`src/include/uart_rx_macros.svh`:
```
`ifndef UART_RX_MACROS_SVH
`define UART_RX_MACROS_SVH

// clk_uart cycles per serial bit
`define UART_CLKS_PER_BIT 16

// Vote points as bit counter values
// The counter runs from CLKS_PER_BIT-2 down to 0 after the vote cycle,
// so offset k into a bit period sees the value CLKS_PER_BIT-1-k
`define UART_SAMPLE_1 (`UART_CLKS_PER_BIT - 1 - `UART_CLKS_PER_BIT / 4)
`define UART_SAMPLE_2 (`UART_CLKS_PER_BIT - 1 - `UART_CLKS_PER_BIT / 2)
`define UART_SAMPLE_3 (`UART_CLKS_PER_BIT - 1 - (3 * `UART_CLKS_PER_BIT) / 4)

`endif

```
`src/uart_rx_pkg.sv`:
```
`default_nettype none

package uart_rx_pkg;

    // Framer states
    typedef enum logic [2:0] {
        RX_IDLE        = 3'd0,
        RX_WAIT        = 3'd1,
        RX_START_CHECK = 3'd2,
        RX_SHIFT       = 3'd3,
        RX_STOP_CHECK  = 3'd4,
        RX_DONE        = 3'd5
    } rx_state_e;

    // Output handshake states
    typedef enum logic [1:0] {
        M_IDLE    = 2'd0,
        M_REQ     = 2'd1,
        M_RELEASE = 2'd2
    } merge_state_e;

    typedef logic [7:0] rx_byte_t;

    // Channel number
    typedef logic chan_t;

endpackage

`default_nettype wire

```
`src/rx_framer.sv`:
```
`timescale 1ns/10ps
`default_nettype none

`include "uart_rx_macros.svh"

module rx_framer (
    input  logic                  clk_uart,
    input  logic                  rst_n,
    input  logic                  rxd,
    output logic                  byte_valid,
    output uart_rx_pkg::rx_byte_t rx_data,
    output logic                  frame_err
);
    import uart_rx_pkg::*;

    localparam int CNT_W = $clog2(`UART_CLKS_PER_BIT);
    localparam logic [CNT_W-1:0] CNT_LOAD = CNT_W'(`UART_CLKS_PER_BIT - 2);
    localparam logic [CNT_W-1:0] SAMPLE_1 = CNT_W'(`UART_SAMPLE_1);
    localparam logic [CNT_W-1:0] SAMPLE_2 = CNT_W'(`UART_SAMPLE_2);
    localparam logic [CNT_W-1:0] SAMPLE_3 = CNT_W'(`UART_SAMPLE_3);
    // Start, eight data bits and stop
    localparam logic [3:0] FRAME_BITS = 4'd10;

    rx_state_e        state;
    logic             rxd_meta;
    logic             rxd_sync;
    logic [CNT_W-1:0] bit_cnt;
    logic [2:0]       votes;
    logic             vote;
    logic [3:0]       remain_bit;
    logic [8:0]       shift_reg;

    // Idle line is high
    always_ff @(posedge clk_uart or negedge rst_n) begin
        if (!rst_n) begin
            rxd_meta <= 1'b1;
            rxd_sync <= 1'b1;
        end else begin
            rxd_meta <= rxd;
            rxd_sync <= rxd_meta;
        end
    end

    // Two of three samples decide the bit
    assign vote = (votes[0] & votes[1]) | (votes[1] & votes[2]) | (votes[0] & votes[2]);

    always_ff @(posedge clk_uart or negedge rst_n) begin
        if (!rst_n) begin
            state      <= RX_IDLE;
            bit_cnt    <= '0;
            votes      <= '0;
            remain_bit <= '0;
            shift_reg  <= '0;
        end else begin
            case (state)
                RX_IDLE: begin
                    if (!rxd_sync) begin
                        bit_cnt    <= CNT_LOAD;
                        remain_bit <= FRAME_BITS;
                        state      <= RX_WAIT;
                    end
                end
                RX_WAIT: begin
                    bit_cnt <= bit_cnt - 1'b1;
                    if (bit_cnt == SAMPLE_1 || bit_cnt == SAMPLE_2 || bit_cnt == SAMPLE_3) begin
                        votes <= {votes[1:0], rxd_sync};
                    end
                    if (bit_cnt == '0) begin
                        if (remain_bit == FRAME_BITS) begin
                            state <= RX_START_CHECK;
                        end else begin
                            state <= RX_SHIFT;
                        end
                    end
                end
                RX_START_CHECK: begin
                    if (!vote) begin
                        remain_bit <= remain_bit - 1'b1;
                        bit_cnt    <= CNT_LOAD;
                        state      <= RX_WAIT;
                    end else begin
                        // False start, back to idle quietly
                        state <= RX_IDLE;
                    end
                end
                RX_SHIFT: begin
                    shift_reg  <= {vote, shift_reg[8:1]};
                    remain_bit <= remain_bit - 1'b1;
                    if (remain_bit == 4'd1) begin
                        state <= RX_STOP_CHECK;
                    end else begin
                        bit_cnt <= CNT_LOAD;
                        state   <= RX_WAIT;
                    end
                end
                RX_STOP_CHECK: begin
                    state <= RX_DONE;
                end
                RX_DONE: begin
                    state <= RX_IDLE;
                end
                default: begin
                    state <= RX_IDLE;
                end
            endcase
        end
    end

    // Stop bit sits in the top of the shifter
    assign byte_valid = (state == RX_STOP_CHECK) & shift_reg[8];
    assign frame_err  = (state == RX_STOP_CHECK) & ~shift_reg[8];
    assign rx_data    = shift_reg[7:0];

    a_strobes_exclusive: assert property (
        @(posedge clk_uart) disable iff (!rst_n)
        !(byte_valid && frame_err)
    );

    // Data still holds in the recovery cycle
    a_data_stable: assert property (
        @(posedge clk_uart) disable iff (!rst_n)
        byte_valid |=> $stable(rx_data)
    );

endmodule

`default_nettype wire

```
`src/rx_merge.sv`:
```
`timescale 1ns/10ps
`default_nettype none

module rx_merge (
    input  logic                  clk_uart,
    input  logic                  rst_n,
    input  logic [1:0]            byte_valid,
    input  uart_rx_pkg::rx_byte_t rx_data_0,
    input  uart_rx_pkg::rx_byte_t rx_data_1,
    input  logic                  out_ack,
    output logic                  out_req,
    output uart_rx_pkg::rx_byte_t out_data,
    output uart_rx_pkg::chan_t    out_chan,
    output logic [1:0]            overrun
);
    import uart_rx_pkg::*;

    merge_state_e state;
    rx_byte_t     in_data [2];
    rx_byte_t     slot_data [2];
    logic [1:0]   slot_full;
    chan_t        last_chan;
    chan_t        pick;
    logic         release_slot;

    assign in_data[0] = rx_data_0;
    assign in_data[1] = rx_data_1;

    // Alternate when both wait, else take the full one
    assign pick = (slot_full == 2'b11) ? ~last_chan : chan_t'(slot_full[1]);

    assign release_slot = (state == M_REQ) && out_ack;
    assign out_req      = (state == M_REQ);

    // Pending slots, a byte into a full slot is lost
    always_ff @(posedge clk_uart or negedge rst_n) begin
        if (!rst_n) begin
            slot_full    <= '0;
            slot_data[0] <= '0;
            slot_data[1] <= '0;
            overrun      <= '0;
        end else begin
            overrun <= byte_valid & slot_full;
            for (int c = 0; c < 2; c++) begin
                if (byte_valid[c] && !slot_full[c]) begin
                    slot_full[c] <= 1'b1;
                    slot_data[c] <= in_data[c];
                end else if (release_slot && out_chan == chan_t'(c)) begin
                    slot_full[c] <= 1'b0;
                end
            end
        end
    end

    // Four-phase req/ack
    always_ff @(posedge clk_uart or negedge rst_n) begin
        if (!rst_n) begin
            state     <= M_IDLE;
            out_data  <= '0;
            out_chan  <= '0;
            last_chan <= 1'b1;
        end else begin
            case (state)
                M_IDLE: begin
                    if (|slot_full) begin
                        out_data <= slot_data[pick];
                        out_chan <= pick;
                        state    <= M_REQ;
                    end
                end
                M_REQ: begin
                    if (out_ack) begin
                        last_chan <= out_chan;
                        state     <= M_RELEASE;
                    end
                end
                M_RELEASE: begin
                    // Consumer must drop ack first
                    if (!out_ack) begin
                        state <= M_IDLE;
                    end
                end
                default: begin
                    state <= M_IDLE;
                end
            endcase
        end
    end

    a_req_hold: assert property (
        @(posedge clk_uart) disable iff (!rst_n)
        out_req && !out_ack |=> out_req && $stable(out_data) && $stable(out_chan)
    );

    a_no_req_on_ack: assert property (
        @(posedge clk_uart) disable iff (!rst_n)
        $rose(out_req) |-> !out_ack
    );

endmodule

`default_nettype wire

```
`src/uart_rx_top.sv`:
```
`timescale 1ns/10ps
`default_nettype none

module uart_rx_top (
    input  logic                  clk_uart,
    input  logic                  rst_n,
    input  logic [1:0]            rxd,
    input  logic                  out_ack,
    output logic                  out_req,
    output uart_rx_pkg::rx_byte_t out_data,
    output uart_rx_pkg::chan_t    out_chan,
    output logic [1:0]            frame_err,
    output logic [1:0]            overrun
);
    import uart_rx_pkg::*;

    logic [1:0] byte_valid;
    rx_byte_t   rx_data_0;
    rx_byte_t   rx_data_1;

    rx_framer u_framer_0 (
        .clk_uart   (clk_uart),
        .rst_n      (rst_n),
        .rxd        (rxd[0]),
        .byte_valid (byte_valid[0]),
        .rx_data    (rx_data_0),
        .frame_err  (frame_err[0])
    );

    rx_framer u_framer_1 (
        .clk_uart   (clk_uart),
        .rst_n      (rst_n),
        .rxd        (rxd[1]),
        .byte_valid (byte_valid[1]),
        .rx_data    (rx_data_1),
        .frame_err  (frame_err[1])
    );

    rx_merge u_merge (
        .clk_uart   (clk_uart),
        .rst_n      (rst_n),
        .byte_valid (byte_valid),
        .rx_data_0  (rx_data_0),
        .rx_data_1  (rx_data_1),
        .out_ack    (out_ack),
        .out_req    (out_req),
        .out_data   (out_data),
        .out_chan   (out_chan),
        .overrun    (overrun)
    );

endmodule

`default_nettype wire

```
`config.mk`:
```
export PLATFORM = sky130hd
export DESIGN_NAME = uart_rx_top
export DESIGN_NICKNAME = d
export VERILOG_FILES = /design/src/uart_rx_pkg.sv /design/src/rx_framer.sv /design/src/rx_merge.sv /design/src/uart_rx_top.sv
export VERILOG_INCLUDE_DIRS = /design/src /design/src/include
export SDC_FILE = /design/constraint.sdc
export NUM_CORES = 1
export LEC_CHECK = 0
export ABC_CLOCK_PERIOD_IN_PS = 1700
export BUFFER_PORTS_ARGS = -buffer_cell sky130_fd_sc_hd__buf_2
export CORE_MARGIN = 4
export CORE_UTILIZATION = 45
export CTS_BUF_LIST = sky130_fd_sc_hd__clkbuf_4 sky130_fd_sc_hd__clkbuf_8
export CTS_CLUSTER_SIZE = 16
export DETAILED_ROUTE_END_ITERATION = 10
export GPL_ROUTABILITY_DRIVEN = 0
export GPL_TIMING_DRIVEN = 0
export MAX_ROUTING_LAYER = met4
export PLACE_DENSITY = 0.6
export SLEW_MARGIN = 20
export SYNTH_ARGS = -nofsm -noshare
export SYNTH_HDL_FRONTEND = slang
export SYNTH_SLANG_ARGS = --single-unit
```
`constraint.sdc`:
```
create_clock -name clk_uart -period 1.7 [get_ports clk_uart]
set_input_delay 0.255 -clock clk_uart [delete_from_list [all_inputs] [get_ports clk_uart]]
set_output_delay 0.255 -clock clk_uart [all_outputs]
set_load 0.02 [all_outputs]
```
# Yosys cells after proc, flatten, opt, wreduce, memory -nomap -nowiden
# Index checks and enable logic that the tools add are counted.
[word_totals] word_cells=152 output_inout_bits=14 inputBits=5 ff_bits=82
[classes] eq_ne=32 reduce_logical=34 addsub=4 bitwise_logic=20 magnitude_cmp=1 mux=38
[op_table] cell="4-bit 2-to-1 mux" count=10
[op_table] cell="4-bit one-hot mux with 4 select lines" count=2
[op_table] cell="3-bit one-hot mux with 5 select lines" count=2
[op_table] cell="8-bit 2-to-1 mux" count=3
[op_table] cell="4-bit one-hot mux with 3 select lines" count=2
[op_table] cell="3-bit 2-to-1 mux" count=6
[op_table] cell="4-bit equality test, second input constant" count=4
[op_table] cell="2-bit != test, second input constant" count=8
[op_table] cell="4-bit by 1-bit subtractor with 4-bit output, second input constant" count=4
[op_table] cell="3-bit by 2-bit equality test with 1-bit output, second input constant" count=4
[op_table] cell="2-bit AND reduction" count=6
[op_table] cell="1-bit AND" count=10
[op_table] cell="1-bit 2-to-1 mux" count=9
[op_table] cell="3-bit AND reduction" count=3
[op_table] cell="4-bit by 1-bit equality test with 1-bit output, second input constant" count=2
[op_table] cell="4-bit by 2-bit equality test with 1-bit output, second input constant" count=2
[op_table] cell="4-bit by 3-bit equality test with 1-bit output, second input constant" count=2
[op_table] cell="4-bit logical NOT" count=2
[op_table] cell="4-bit AND reduction" count=2
[op_table] cell="4-bit nonzero test" count=2
[op_table] cell="3-bit by 1-bit equality test with 1-bit output, second input constant" count=2
[op_table] cell="3-bit equality test, second input constant" count=2
[op_table] cell="3-bit logical NOT" count=2
[op_table] cell="2-bit 2-to-1 mux" count=3
[op_table] cell="other kinds (16)" count=35

# Longest topological paths before layout
# Gate-level depths: netlist of the first run.
[logic_depth] ltp_word=6 mapped_depth=6 depth_no_buf=6

# Hierarchy
# From an unflattened synthesis of the first run, not the netlist that was laid out.
[hier_totals] cells_unflattened=310 area_unflattened_um2=3918.8
[modules_own_cells] mod="rx_merge" seq_area_each_um2=802.0 area_each_um2=1385.1 n_inst=1 cells_each=88
[modules_own_cells] mod="rx_framer (u_framer_0)" seq_area_each_um2=628.1 area_each_um2=1270.0 n_inst=1 cells_each=106
[modules_own_cells] mod="rx_framer (u_framer_1)" seq_area_each_um2=628.1 area_each_um2=1263.7 n_inst=1 cells_each=116

# Worst setup path after synthesis of the first run
# No wires, ideal clock.
[synth_path] path_kind="reg2reg" from="register u_framer_1.state[1]" to="register u_merge.slot_data[0] in the netlist's numbering" t_required_ns=1.575 n_path_buf=1 stages_incl_launch_ff=6 path_slack_ns=0.125 arrival_ns=1.450 period_less_slack_ns=1.575 setup_time_ns=0.125 cell_sequence="dfrtp_1 -> buf_6 -> nor2_4 -> nand2_1 -> nor3b_4 -> mux2_2"
[synth_via] elab_chain_cells=3
[synth_rtl] element="start: declaration" line_no="rx_framer.sv:24" rtl="rx_state_e state;"
[synth_rtl] element="start signal: assignment" line_no="rx_framer.sv:49" rtl="state <= RX_IDLE;"
[synth_rtl] element="start signal: assignment" line_no="rx_framer.sv:60" rtl="state <= RX_WAIT;"
[synth_rtl] element="start signal: assignment" line_no="rx_framer.sv:70" rtl="state <= RX_START_CHECK;"
[synth_rtl] element="3-bit equality test" line_no="rx_framer.sv:110" rtl="assign byte_valid = (state == RX_STOP_CHECK) & shift_reg[8];"
[synth_rtl] element="1-bit AND" line_no="rx_framer.sv:110"
[synth_rtl] element="1-bit logical AND" line_no="rx_merge.sv:45" rtl="if (byte_valid[c] && !slot_full[c]) begin"
[synth_rtl] element="end signal: indexed assignment" line_no="rx_merge.sv:47" rtl="slot_data[c] <= in_data[c];"
[synth_rtl] element="end: declaration" line_no="rx_merge.sv:20" rtl="rx_byte_t slot_data [2];"
# Every way passes these cells.
# A chain may end at the register's enable or synchronous reset.

# Worst setup path after layout of the first run
[layout_path] from="register u_framer_1.remain_bit[1]" to="register u_framer_1.bit_cnt[3]"
[layout_via] elab_chain_cells=3
[layout_rtl] element="start: declaration" line_no="rx_framer.sv:30" rtl="logic [3:0] remain_bit;"
[layout_rtl] element="start signal: assignment" line_no="rx_framer.sv:78" rtl="remain_bit <= remain_bit - 1'b1;"
[layout_rtl] element="start signal: assignment" line_no="rx_framer.sv:88" rtl="remain_bit <= remain_bit - 1'b1;"
[layout_rtl] element="4-bit by 1-bit equality test with 1-bit output" line_no="rx_framer.sv:89" rtl="if (remain_bit == 4'd1) begin"
[layout_rtl] element="2-bit != test (no line)"
[layout_rtl] element="4-bit AND reduction (no line)"
[layout_rtl] element="end signal: assignment" line_no="rx_framer.sv:64" rtl="bit_cnt <= bit_cnt - 1'b1;"
[layout_rtl] element="end: declaration" line_no="rx_framer.sv:27" rtl="logic [CNT_W-1:0] bit_cnt;"
# Every way passes these cells.

==> results of run 1 <==
==> routing by layer <==
| metal | vias up | share of wire, % | GRT usage (%) |
|---|---|---|---|
| met3 | 10 | 3.1 | 2.90 |
| li1 | 1165 | - | - |
| met5 | - | 0 | - |
| met4 | 0 | 1.8 | 5.99 |
| met2 | 33 | 48 | 22.2 |
| met1 | 1125 | 47 | 18.0 |
==> metrics by stage <==
step | util [%] | hold WS [ns] | setup TNS (ns)
after floorplan | - | -0.0406 | 0
after global placement | 49.8 | 0.346 | -21.85
after detailed placement | 50.1 | 0.264 | -0.906
final | 54.3 | 0.124 | 0
after global routing | 54.3 | 0.144 | -0.0308
after CTS | 53.2 | 0.110 | 0
==> cells in the final DEF (no fill, tap or decap), types with 4 or more instances in the layout <==
master     instances
dfrtp_1           76
mux2_2            40
inv_1             17
nor2_1            17
buf_2             17
nand2_1           15
a21oi_1           14
o21ai_0           14
ha_1              11
buf_4             10
clkbuf_8           9
nand3_1            8
mux2i_1            8
nand2b_1           5
nor3_1             5
dfstp_2            5
buf_6              4
a2bb2oi_1          4
==> critical path: cells and delay by family, from the launching register on <==
kind / cells / cell delay [ns]
adders and majority gates: 1 / 0.19
AOI/OAI and AO/OA: 1 / 0.16
and+or+nand+nor: 3 / 0.77
DFF: 1 / 0.38
buffers and inverters: 1 / 0.08
==> layout make-up <==
| class | instances | area share [%] |
|---|---|---|
| well taps | 102 | 2.99 |
| inverters | 17 | 1.50 |
| plain buffers | 9 | 1.56 |
| repair buffers | 29 | 5.08 |
| clock buffers | 9 | 2.91 |
| clock inverters | 7 | 1.38 |
| flip-flops and latches | 82 | 48.3 |
| multi-input cells | 195 | 36.3 |
==> worst paths after layout <==
check | from | end | slack, ns | cells past startpoint
hold / removal | out_ack | u_merge.state[0]$_DFFE_PN0P_ | 0.12 | 2
setup / recovery | u_framer_1.remain_bit[1]$_DFFE_PN0P_ | u_framer_1.bit_cnt[3]$_DFFE_PN0P_ | 0.05 | 6
min in group asynchronous | rst_n | u_merge.out_data[5]$_DFFE_PN0P_ | 0.41 | 2
max in group asynchronous | rst_n | u_framer_0.rxd_sync$_DFF_PN1_ | 0.62 | 3
setup reg to reg | u_framer_1.remain_bit[1]$_DFFE_PN0P_ | u_framer_1.bit_cnt[3]$_DFFE_PN0P_ | 0.05 | 6
hold reg to reg | u_framer_0.rxd_meta$_DFF_PN1_ | u_framer_0.rxd_sync$_DFF_PN1_ | 0.36 | 0
==> cell families after synthesis <==
group / count (synthesis) / synth area share [%]
flops: 82 / 55.7
mux: 48 / 14.4
fa+ha+maj: 12 / 4.03
buf+inv: 26 / 3.42
compound gates: 60 / 11.1
simple gates: 75 / 11.3
==> timing repair <==
| item | 4_1_cts | 5_1_grt |
|---|---|---|
| gates resized for setup | 7 | 9 |
| hold buffers | 3 | 0 |
| setup endpoints to repair | 18 | 32 |
| pin swaps | 2 | 4 |
| cloned | 0 | 0 |
| buffers inserted | 1 | 6 |
| hold endpoints to repair | 40 | 0 |
==> where the power goes <==
group / switching [W] / internal (W) / total (W)
registers: 0.000357 / 0.00238 / 0.00274
clock network: 0.000756 / 0.000556 / 0.00131
logic: 0.000921 / 0.000786 / 0.00171
total: 0.00203 / 0.00372 / 0.00576
==> run_results.csv, run 1 <==
group,metric,value,unit
run_status,outcome,"finished clean",
cells_and_area,syn_to_final_growth,15.4,%
cells_and_area,layoutNonFillerInstCount,450,
placement,postPlaceCellArea,3930,um^2
floorplanning,fp.dieArea,9720,um^2
grt,globalRouteOverflowTotal,0,
cells_and_area,regArea,2060,um^2
timing,hold_viol_final,0,
timing,max_freq,607,MHz
clock_tree,cts_sinks,82,
synthesis,synth_warnings,0,
cells_and_area,drive_gt1_share,32.5,%
critical_path,crit_required,1.99,ns
routing,route.detailed.drc,0,
synthesis,ys_top_cells_by_area,"dfrtp_1 (52%), mux2_2 (12%), ha_1 (3.7%)",
critical_path,critPathLaunchType,"register",
clock_tree,clk_pin_slew,0.09,ns
synthesis,synth_most_common_cell,"dfrtp_1",
critical_path,path_max_fanout,5,
synthesis,synth_area_per_cell,12.2,um^2
routing,wire_per_inst,13.7,um
synthesis,synth_edf_count,0,
power_and_ir_drop,power.density,1350,nW/um^2
critical_path,endpoint_kind,"register",
timing,final.min_clock_period,1.65,ns
timing,finalSetupViolations,0,
clock_tree,cts_root_buffer,"clkbuf_8",
cells_and_area,largest_reg_flops,16,
routing,num_vias,2333,
timing,clock_skew,0.0100,ns
power_and_ir_drop,finalPower,0.00576,W
cells_and_area,design_area,4260,um^2
synthesis,syn-num-nets,319,
cells_and_area,multiInputGateArea,1550,um^2
grt,grt_pass1_vias,2369,
grt,grt_start_max_net_pins,44,
floorplanning,ioPinCount,19,
synthesis,ys_seq_area_share,55.7,%
critical_path,crit_slowest_cell,"or4_1",
clock_tree,clock_latency,0.35,ns
clock_tree,htree_levels,3,
synthesis,synth_top_area_share,52.2,%
power_and_ir_drop,p_leak,1.97,nW
routing,vias_per_cell,5.18,
synthesis,netlist_instances,303,
synthesis,syn_area,3690,um^2
synthesis,synth-seq-cells,82,
placement,dpl.hpwl,4370,um
critical_path,cp.arrival,1.94,ns
grt,antenna_found_initial,0,
clock_tree,tritoncts,"done",
routing,drt_iter0_drc,59,
synthesis,synth.top_cells.by_count,"dfrtp_1 (77), mux2_2 (40), nor2_1 (19)",
synthesis,synth-main-ff-cell,"dfrtp_1",
critical_path,critPathKind,"reg2reg",
timing,slew_violations,0,
synthesis,synth_cell_type_count,53,
cells_and_area,nets,359,
placement,pre_cts_ws,-0.0920,ns
critical_path,crit_chain,"inv_1 > ha_1 > nand4bb_1 > o32ai_2 > or4_1 > nand3_1",
floorplanning,start_util,47.1,%
timing,period_share,96.9,%
floorplanning,fp.coreArea,7850,um^2
routing,wirelength,6180,um
grt,grt_pass1_wl,10900,um
grt,groute.usage.overall,14.2,%
timing,slew_headroom,65.5,%
cells_and_area,fillers,708,
worst_hold_path,hp-class,"in2reg",
synthesis,async_reset_ff_share,100,%
power_and_ir_drop,vdd_drop_max,0.000539,V
synthesis,yosys.area.top_type,"dfrtp_1",
routing,drt-pass1-iter-count,4,
floorplanning,die_width,98.6,um
flow_run,cap_viol_max_count,0,
timing,worstMarginPinSlew,0.518,ns
timing,worst_slack,0.0526,ns
timing,rsz0062_at_grt,"true",
floorplanning,dieHeight,98.6,um
placement,placed_cells,424,
critical_path,slowest_delay,0.49,ns
placement,io_buffers,18,
cells_and_area,diodes,0,
routing,ant_nets,0,
clock_tree,clockBufferDepth,2,
clock_tree,cts_made_buffers,9,
floorplanning,placementRows,32,
Power figures use the tool's default switching activity.
==> inputs of run 2 (changes only) <==
--- a/config.mk
+++ b/config.mk
@@ -16,4 +16,5 @@
 export GPL_ROUTABILITY_DRIVEN = 0
 export GPL_TIMING_DRIVEN = 0
+export HOLD_SLACK_MARGIN = 0.1
 export MAX_ROUTING_LAYER = met4
 export PLACE_DENSITY = 0.6
==> constraint.sdc (replaced) <==
create_clock -name clk_uart -period 1.7 [get_ports clk_uart]
set_input_delay 0.255 -clock clk_uart [delete_from_list [all_inputs] [get_ports clk_uart]]
set_output_delay 0.255 -clock clk_uart [all_outputs]
set_load 0.05 [all_outputs]
==> run_results.csv, run 2 (synthesis gave the netlist of run 1 again) <==
group,metric,value,unit
run_status,outcome,"finished clean",
routing,vias_per_cell,5.20,
clock_tree,cts_made_buffers,9,
clock_tree,clock_latency,0.35,ns
critical_path,r2r_cells,5,
cells_and_area,drive_gt1_share,33.0,%
worst_hold_path,hp-class,"in2reg",
floorplanning,dieHeight,98.6,um
critical_path,cp.arrival,1.42,ns
power_and_ir_drop,finalPower,0.00606,W
grt,grt_start_max_net_pins,44,
cells_and_area,diodes,0,
cells_and_area,final_common_cell,"dfrtp_1",
timing,hold_ws,0.127,ns
grt,groute.usage.overall,14.2,%
flow_run,cap_viol_max_count,0,
critical_path,path_max_fanout,9,
timing,hold_viol_final,0,
power_and_ir_drop,vdd_drop_max,0.000538,V
timing,clock_skew,0.00972,ns
floorplanning,placementRows,32,
timing,finalSetupViolations,0,
floorplanning,fp.dieArea,9720,um^2
routing,drt_iter0_drc,47,
placement,pre_cts_ws,-0.0920,ns
critical_path,r2r_end,"u_framer_0.remain_bit[2]$_DFFE_PN0P_",
cells_and_area,fillers,702,
worst_hold_path,worstHoldEndpoint,"u_merge.state[0]$_DFFE_PN0P_",
floorplanning,start_util,47.1,%
clock_tree,clk_pin_slew,0.09,ns
grt,antenna_found_initial,0,
worst_hold_path,hp-start,"out_ack",
routing,wirelength,6230,um
critical_path,endpoint_kind,"primary output",
cells_and_area,final_cell_mix,"dfrtp_1 (76), mux2_2 (40), inv_1 (17), nor2_1 (17), buf_2 (17)",
placement,io_buffers,18,
timing,period_share,98.4,%
timing,worst_slack,0.0267,ns
timing,rsz0062_at_grt,"true",
floorplanning,die_width,98.6,um
routing,wire_per_inst,13.8,um
clock_tree,cts_sinks,82,
floorplanning,ioPinCount,19,
power_and_ir_drop,power.density,1410,nW/um^2
critical_path,reg2reg_from,"u_framer_0.state[1]$_DFFE_PN0P_",
cells_and_area,syn_to_final_growth,16.6,%
cells_and_area,largest_reg_flops,16,
clock_tree,htree_levels,3,
routing,drt-pass1-iter-count,4,
routing,num_vias,2341,
timing,finalSetupTns,0,ns
timing,max_freq,598,MHz
worst_hold_path,hold_depth,2,
grt,globalRouteOverflowTotal,0,
grt,grt_pass1_vias,2369,
clock_tree,cts_root_buffer,"clkbuf_8",
grt,grt_pass1_wl,10900,um
timing,worstMarginPinSlew,0.516,ns
timing,slew_violations,0,
floorplanning,fp.coreArea,7850,um^2
cells_and_area,nets,359,
routing,ant_nets,0,
critical_path,worst-r2r-setup-slack,0.06,ns
placement,dpl.hpwl,4370,um
cells_and_area,final_util,54.9,%
timing,slew_headroom,65.6,%
critical_path,crit_required,1.44,ns
timing,final.min_clock_period,1.67,ns
critical_path,critPathLaunchType,"register",
power_and_ir_drop,p_leak,1.98,nW
clock_tree,tritoncts,"done",
clock_tree,clockBufferDepth,2,
routing,route.detailed.drc,0,
critical_path,critPathKind,"reg2out",
run 2: power breakdown:
group          leakage [nW]  switching, W  internal (W)  total [W]
Clock                0.0925      0.000757      0.000556    0.00131
Combinational         0.843       0.00120      0.000802    0.00200
Sequential             1.04      0.000366       0.00238    0.00275
run 2: layout make-up:
type                    count  area, um^2  share of cell area [%]
well taps                 102         128                    2.96
repair buffers             29         228                    5.29
clock inverters             7        58.8                    1.37
flip-flops and latches     82        2060                    47.8
inverters                  17        63.8                    1.48
plain buffers               9        66.3                    1.54
multi-input cells         195        1580                    36.6
clock buffers               9         124                    2.88
run 2: repair_timing:
action | in CTS | in global routing
pin swaps | 1 | 4
endpoints found under the hold margin | 40 | 0
setup buffers | 0 | 7
gates resized for setup | 7 | 15
endpoints found under the setup margin | 18 | 32
hold buffers | 3 | 0
run 2: critical path, cell delays in order (launching register included):
cell and delay, ns:
dfrtp_1 0.38, buf_6 0.14, nor2_4 0.13, nand2_4 0.08, nor2_2 0.09, buf_4 0.12, buf_8 0.13
run 2: stage by stage:
step           cells  area (um^2)
2_1_floorplan    303         3690
3_3_place_gp     423         3910
3_5_place_dp     424         3930
4_1_cts          443         4170
5_1_grt          450         4310
6_report         450         4310
run 2: per-layer routing:
metal,GRT usage [%],wire length [um],vias to the layer above
li1,-,-,1169
met1,18.0,2900,1129
met2,22.2,3030,33
met3,2.90,191,10
met4,5.99,111,0
met5,-,0,-
run 2: how the worst max path moves through the flow:
stage                                    start                           endpoint  slack [ns]  cells after the start
3_5_place_dp   u_framer_0.state[1]$_DFFE_PN0P_  u_merge.slot_data[15]$_DFFE_PN0P_       -0.09                      5
2_1_floorplan  u_framer_1.state[1]$_DFFE_PN0P_   u_merge.slot_data[0]$_DFFE_PN0P_        0.13                      5
4_1_cts        u_framer_1.state[1]$_DFFE_PN0P_                       frame_err[1]       -0.05                      6
5_1_grt        u_framer_1.state[0]$_DFFE_PN0P_                       frame_err[1]       -0.04                      6
6_report       u_framer_1.state[0]$_DFFE_PN0P_                       frame_err[1]        0.03                      6
3_3_place_gp                             rst_n  u_framer_1.bit_cnt[2]$_DFFE_PN0P_       -0.28                      1
==> inputs of run 3 (changes only) <==
- REMOVE_ABC_BUFFERS: not set -> 1
==> run_results.csv, run 3 (synthesis gave the netlist of run 1 again) <==
group,metric,value,unit
run_status,outcome,"finished clean",
timing,max_freq,610,MHz
floorplanning,fp.dieArea,9720,um^2
routing,wire_per_inst,14.7,um
critical_path,worst-r2r-setup-slack,0.06,ns
placement,placed_cells,416,
cells_and_area,diodes,0,
power_and_ir_drop,pwr-share-seq,44.2,%
cells_and_area,layoutNonFillerInstCount,448,
clock_tree,cts_made_buffers,9,
timing,slew_headroom,65.3,%
routing,dr_wl_met2,3140,um
grt,groute.usage.overall,14.8,%
critical_path,r2r_end,"u_framer_1.bit_cnt[3]$_DFFE_PN0P_",
clock_tree,tritoncts,"done",
timing,clock_skew,0.0131,ns
placement,postPlaceCellArea,3890,um^2
cells_and_area,fillers,712,
critical_path,r2r_cells,5,
timing,worstMarginPinSlew,0.521,ns
timing,hold_viol_final,0,
clock_tree,htree_levels,3,
cells_and_area,nets,357,
power_and_ir_drop,pwr-share-clk,25.1,%
floorplanning,placementRows,32,
cells_and_area,design_area,4320,um^2
power_and_ir_drop,vdd_drop_max,0.000663,V
critical_path,crit_chain,"buf_4 > nand4bb_1 > o32ai_2 > or4_1 > nand3_1",
timing,period_share,96.5,%
timing,finalSetupViolations,0,
floorplanning,start_util,47.1,%
placement,io_buffers,18,
flow_run,cap_viol_max_count,0,
critical_path,cp.arrival,1.93,ns
cells_and_area,syn_to_final_growth,16.8,%
grt,antenna_found_initial,0,
grt,grt_pass1_vias,2407,
critical_path,crit_required,1.99,ns
routing,ant_nets,0,
critical_path,crit_slowest_cell,"or4_1",
grt,grt_start_max_net_pins,56,
clock_tree,clock_latency,0.35,ns
timing,final.min_clock_period,1.64,ns
power_and_ir_drop,internal_power,0.00404,W
floorplanning,dieHeight,98.6,um
grt,globalRouteOverflowTotal,0,
critical_path,reg2reg_from,"u_framer_1.state[0]$_DFFE_PN0P_",
timing,slew_violations,0,
critical_path,critPathKind,"reg2reg",
power_and_ir_drop,p_switching,0.00227,W
critical_path,cp.buffers_inverters,1,
placement,dpl.hpwl,4340,um
critical_path,slowest_delay,0.49,ns
cells_and_area,largest_reg_flops,16,
worst_hold_path,hp-start,"out_ack",
clock_tree,cts_root_buffer,"clkbuf_8",
routing,drt-pass1-iter-count,4,
worst_hold_path,hp-class,"in2reg",
power_and_ir_drop,p_leak,1.98,nW
worst_hold_path,hold_depth,2,
cells_and_area,final_common_cell,"dfrtp_1",
power_and_ir_drop,p_sw_share,36.0,%
routing,wirelength,6570,um
routing,vias_per_cell,5.25,
power_and_ir_drop,power.density,1460,nW/um^2
routing,num_vias,2350,
critical_path,path_max_fanout,8,
floorplanning,fp.coreArea,7850,um^2
cells_and_area,final_cell_mix,"dfrtp_1 (72), mux2_2 (40), nor2_1 (18), inv_1 (17)",
routing,drt-met1-wl,3090,um
routing,highest_layer,"met4",
critical_path,cp_top_family,"simple AND/OR/NAND/NOR gates",
cells_and_area,drive_gt1_share,34.4,%
clock_tree,clockBufferDepth,2,
routing,route.detailed.drc,0,
worst_hold_path,worstHoldEndpoint,"u_merge.state[0]$_DFFE_PN0P_",
routing,drt_iter0_drc,58,
floorplanning,ioPinCount,19,
power_and_ir_drop,p_comb_share,30.8,%
routing,wl_met3,199,um
critical_path,endpoint_kind,"register",
floorplanning,die_width,98.6,um
clock_tree,clk_pin_slew,0.09,ns
grt,grt_pass1_wl,11300,um
critical_path,critPathLaunchType,"register",
clock_tree,cts_sinks,82,
-- run 3: per-stage QoR --
| step | setup slack (ns) | hold WS (ns) | util (%) | total power [W] | TNS, ns |
|---|---|---|---|---|---|
| after global routing | -0.0318 | 0.119 | 55.0 | 0.00677 | -0.0601 |
| after floorplan | -0.190 | -0.0406 | - | 0.00418 | -1.53 |
| after detailed placement | -0.117 | 0.217 | 49.5 | 0.00466 | -1.06 |
| final | 0.0601 | 0.128 | 55.0 | 0.00631 | 0 |
| after CTS | 0.00708 | 0.106 | 53.4 | 0.00628 | 0 |
| after global placement | -0.651 | 0.346 | 49.0 | 0.00459 | -28.51 |
-- run 3: final cells by class --
type	instances	area [um^2]	share of cell area, %
Clock inverter	6	88.8	2.06
Inverter	17	63.8	1.48
Multi-Input combinational cell	195	1560	36.1
Tap cell	102	128	2.96
Sequential cell	82	2060	47.8
Clock buffer	10	138	3.19
Timing Repair Buffer	36	277	6.41
-- run 3: how the worst max path moves through the flow --
stage	startpoint	depth (start not counted)	slack, ns	end
after floorplan	u_merge.slot_full[1]$_DFFE_PN0P_	3	-0.19	u_merge.out_data[0]$_DFFE_PN0P_
after global routing	u_framer_1.remain_bit[0]$_DFFE_PN0P_	5	-0.03	u_framer_1.bit_cnt[3]$_DFFE_PN0P_
after CTS	u_framer_0.state[1]$_DFFE_PN0P_	4	0.007	u_merge.slot_data[15]$_DFFE_PN0P_
final	u_framer_1.state[0]$_DFFE_PN0P_	5	0.06	u_framer_1.bit_cnt[3]$_DFFE_PN0P_
after global placement	u_merge.slot_full[1]$_DFFE_PN0P_	3	-0.65	u_merge.out_data[7]$_DFFE_PN0P_
after detailed placement	u_framer_1.state[1]$_DFFE_PN0P_	4	-0.12	u_merge.slot_data[1]$_DFFE_PN0P_
-- run 3: routing by layer --
metal,track usage (%),vias up
met4,6.62,0
met2,21.6,31
met3,3.26,14
met1,19.8,1145
met5,-,-
li1,-,1160
-- run 3: power groups by stage --
stage / logic (W) / clock network [W] / registers [W]
after floorplan: 0.00112 / 0 / 0.00306
after global placement: 0.00180 / 0 / 0.00279
after detailed placement: 0.00185 / 0 / 0.00281
after CTS: 0.00187 / 0.00164 / 0.00277
after global routing: 0.00218 / 0.00172 / 0.00287
final: 0.00194 / 0.00158 / 0.00279
-- run 3: worst register-to-register path: cells and delay by family (launching register included) --
| family | cells | cell delay, ns |
|---|---|---|
| AND/OR/NAND/NOR | 3 | 0.77 |
| flip-flops | 1 | 0.48 |
| AO/OA/AOI/OAI | 1 | 0.17 |
| buffers and inverters | 1 | 0.16 |
-- run 3: what timing repair did --
| item | 4_1_cts | 5_1_grt |
|---|---|---|
| setup endpoints to repair | 30 | 30 |
| setup buffers | 2 | 11 |
| pin swaps | 1 | 1 |
| gates resized for setup | 10 | 12 |
| hold buffers | 3 | 0 |
| endpoints found under the hold margin | 27 | 0 |
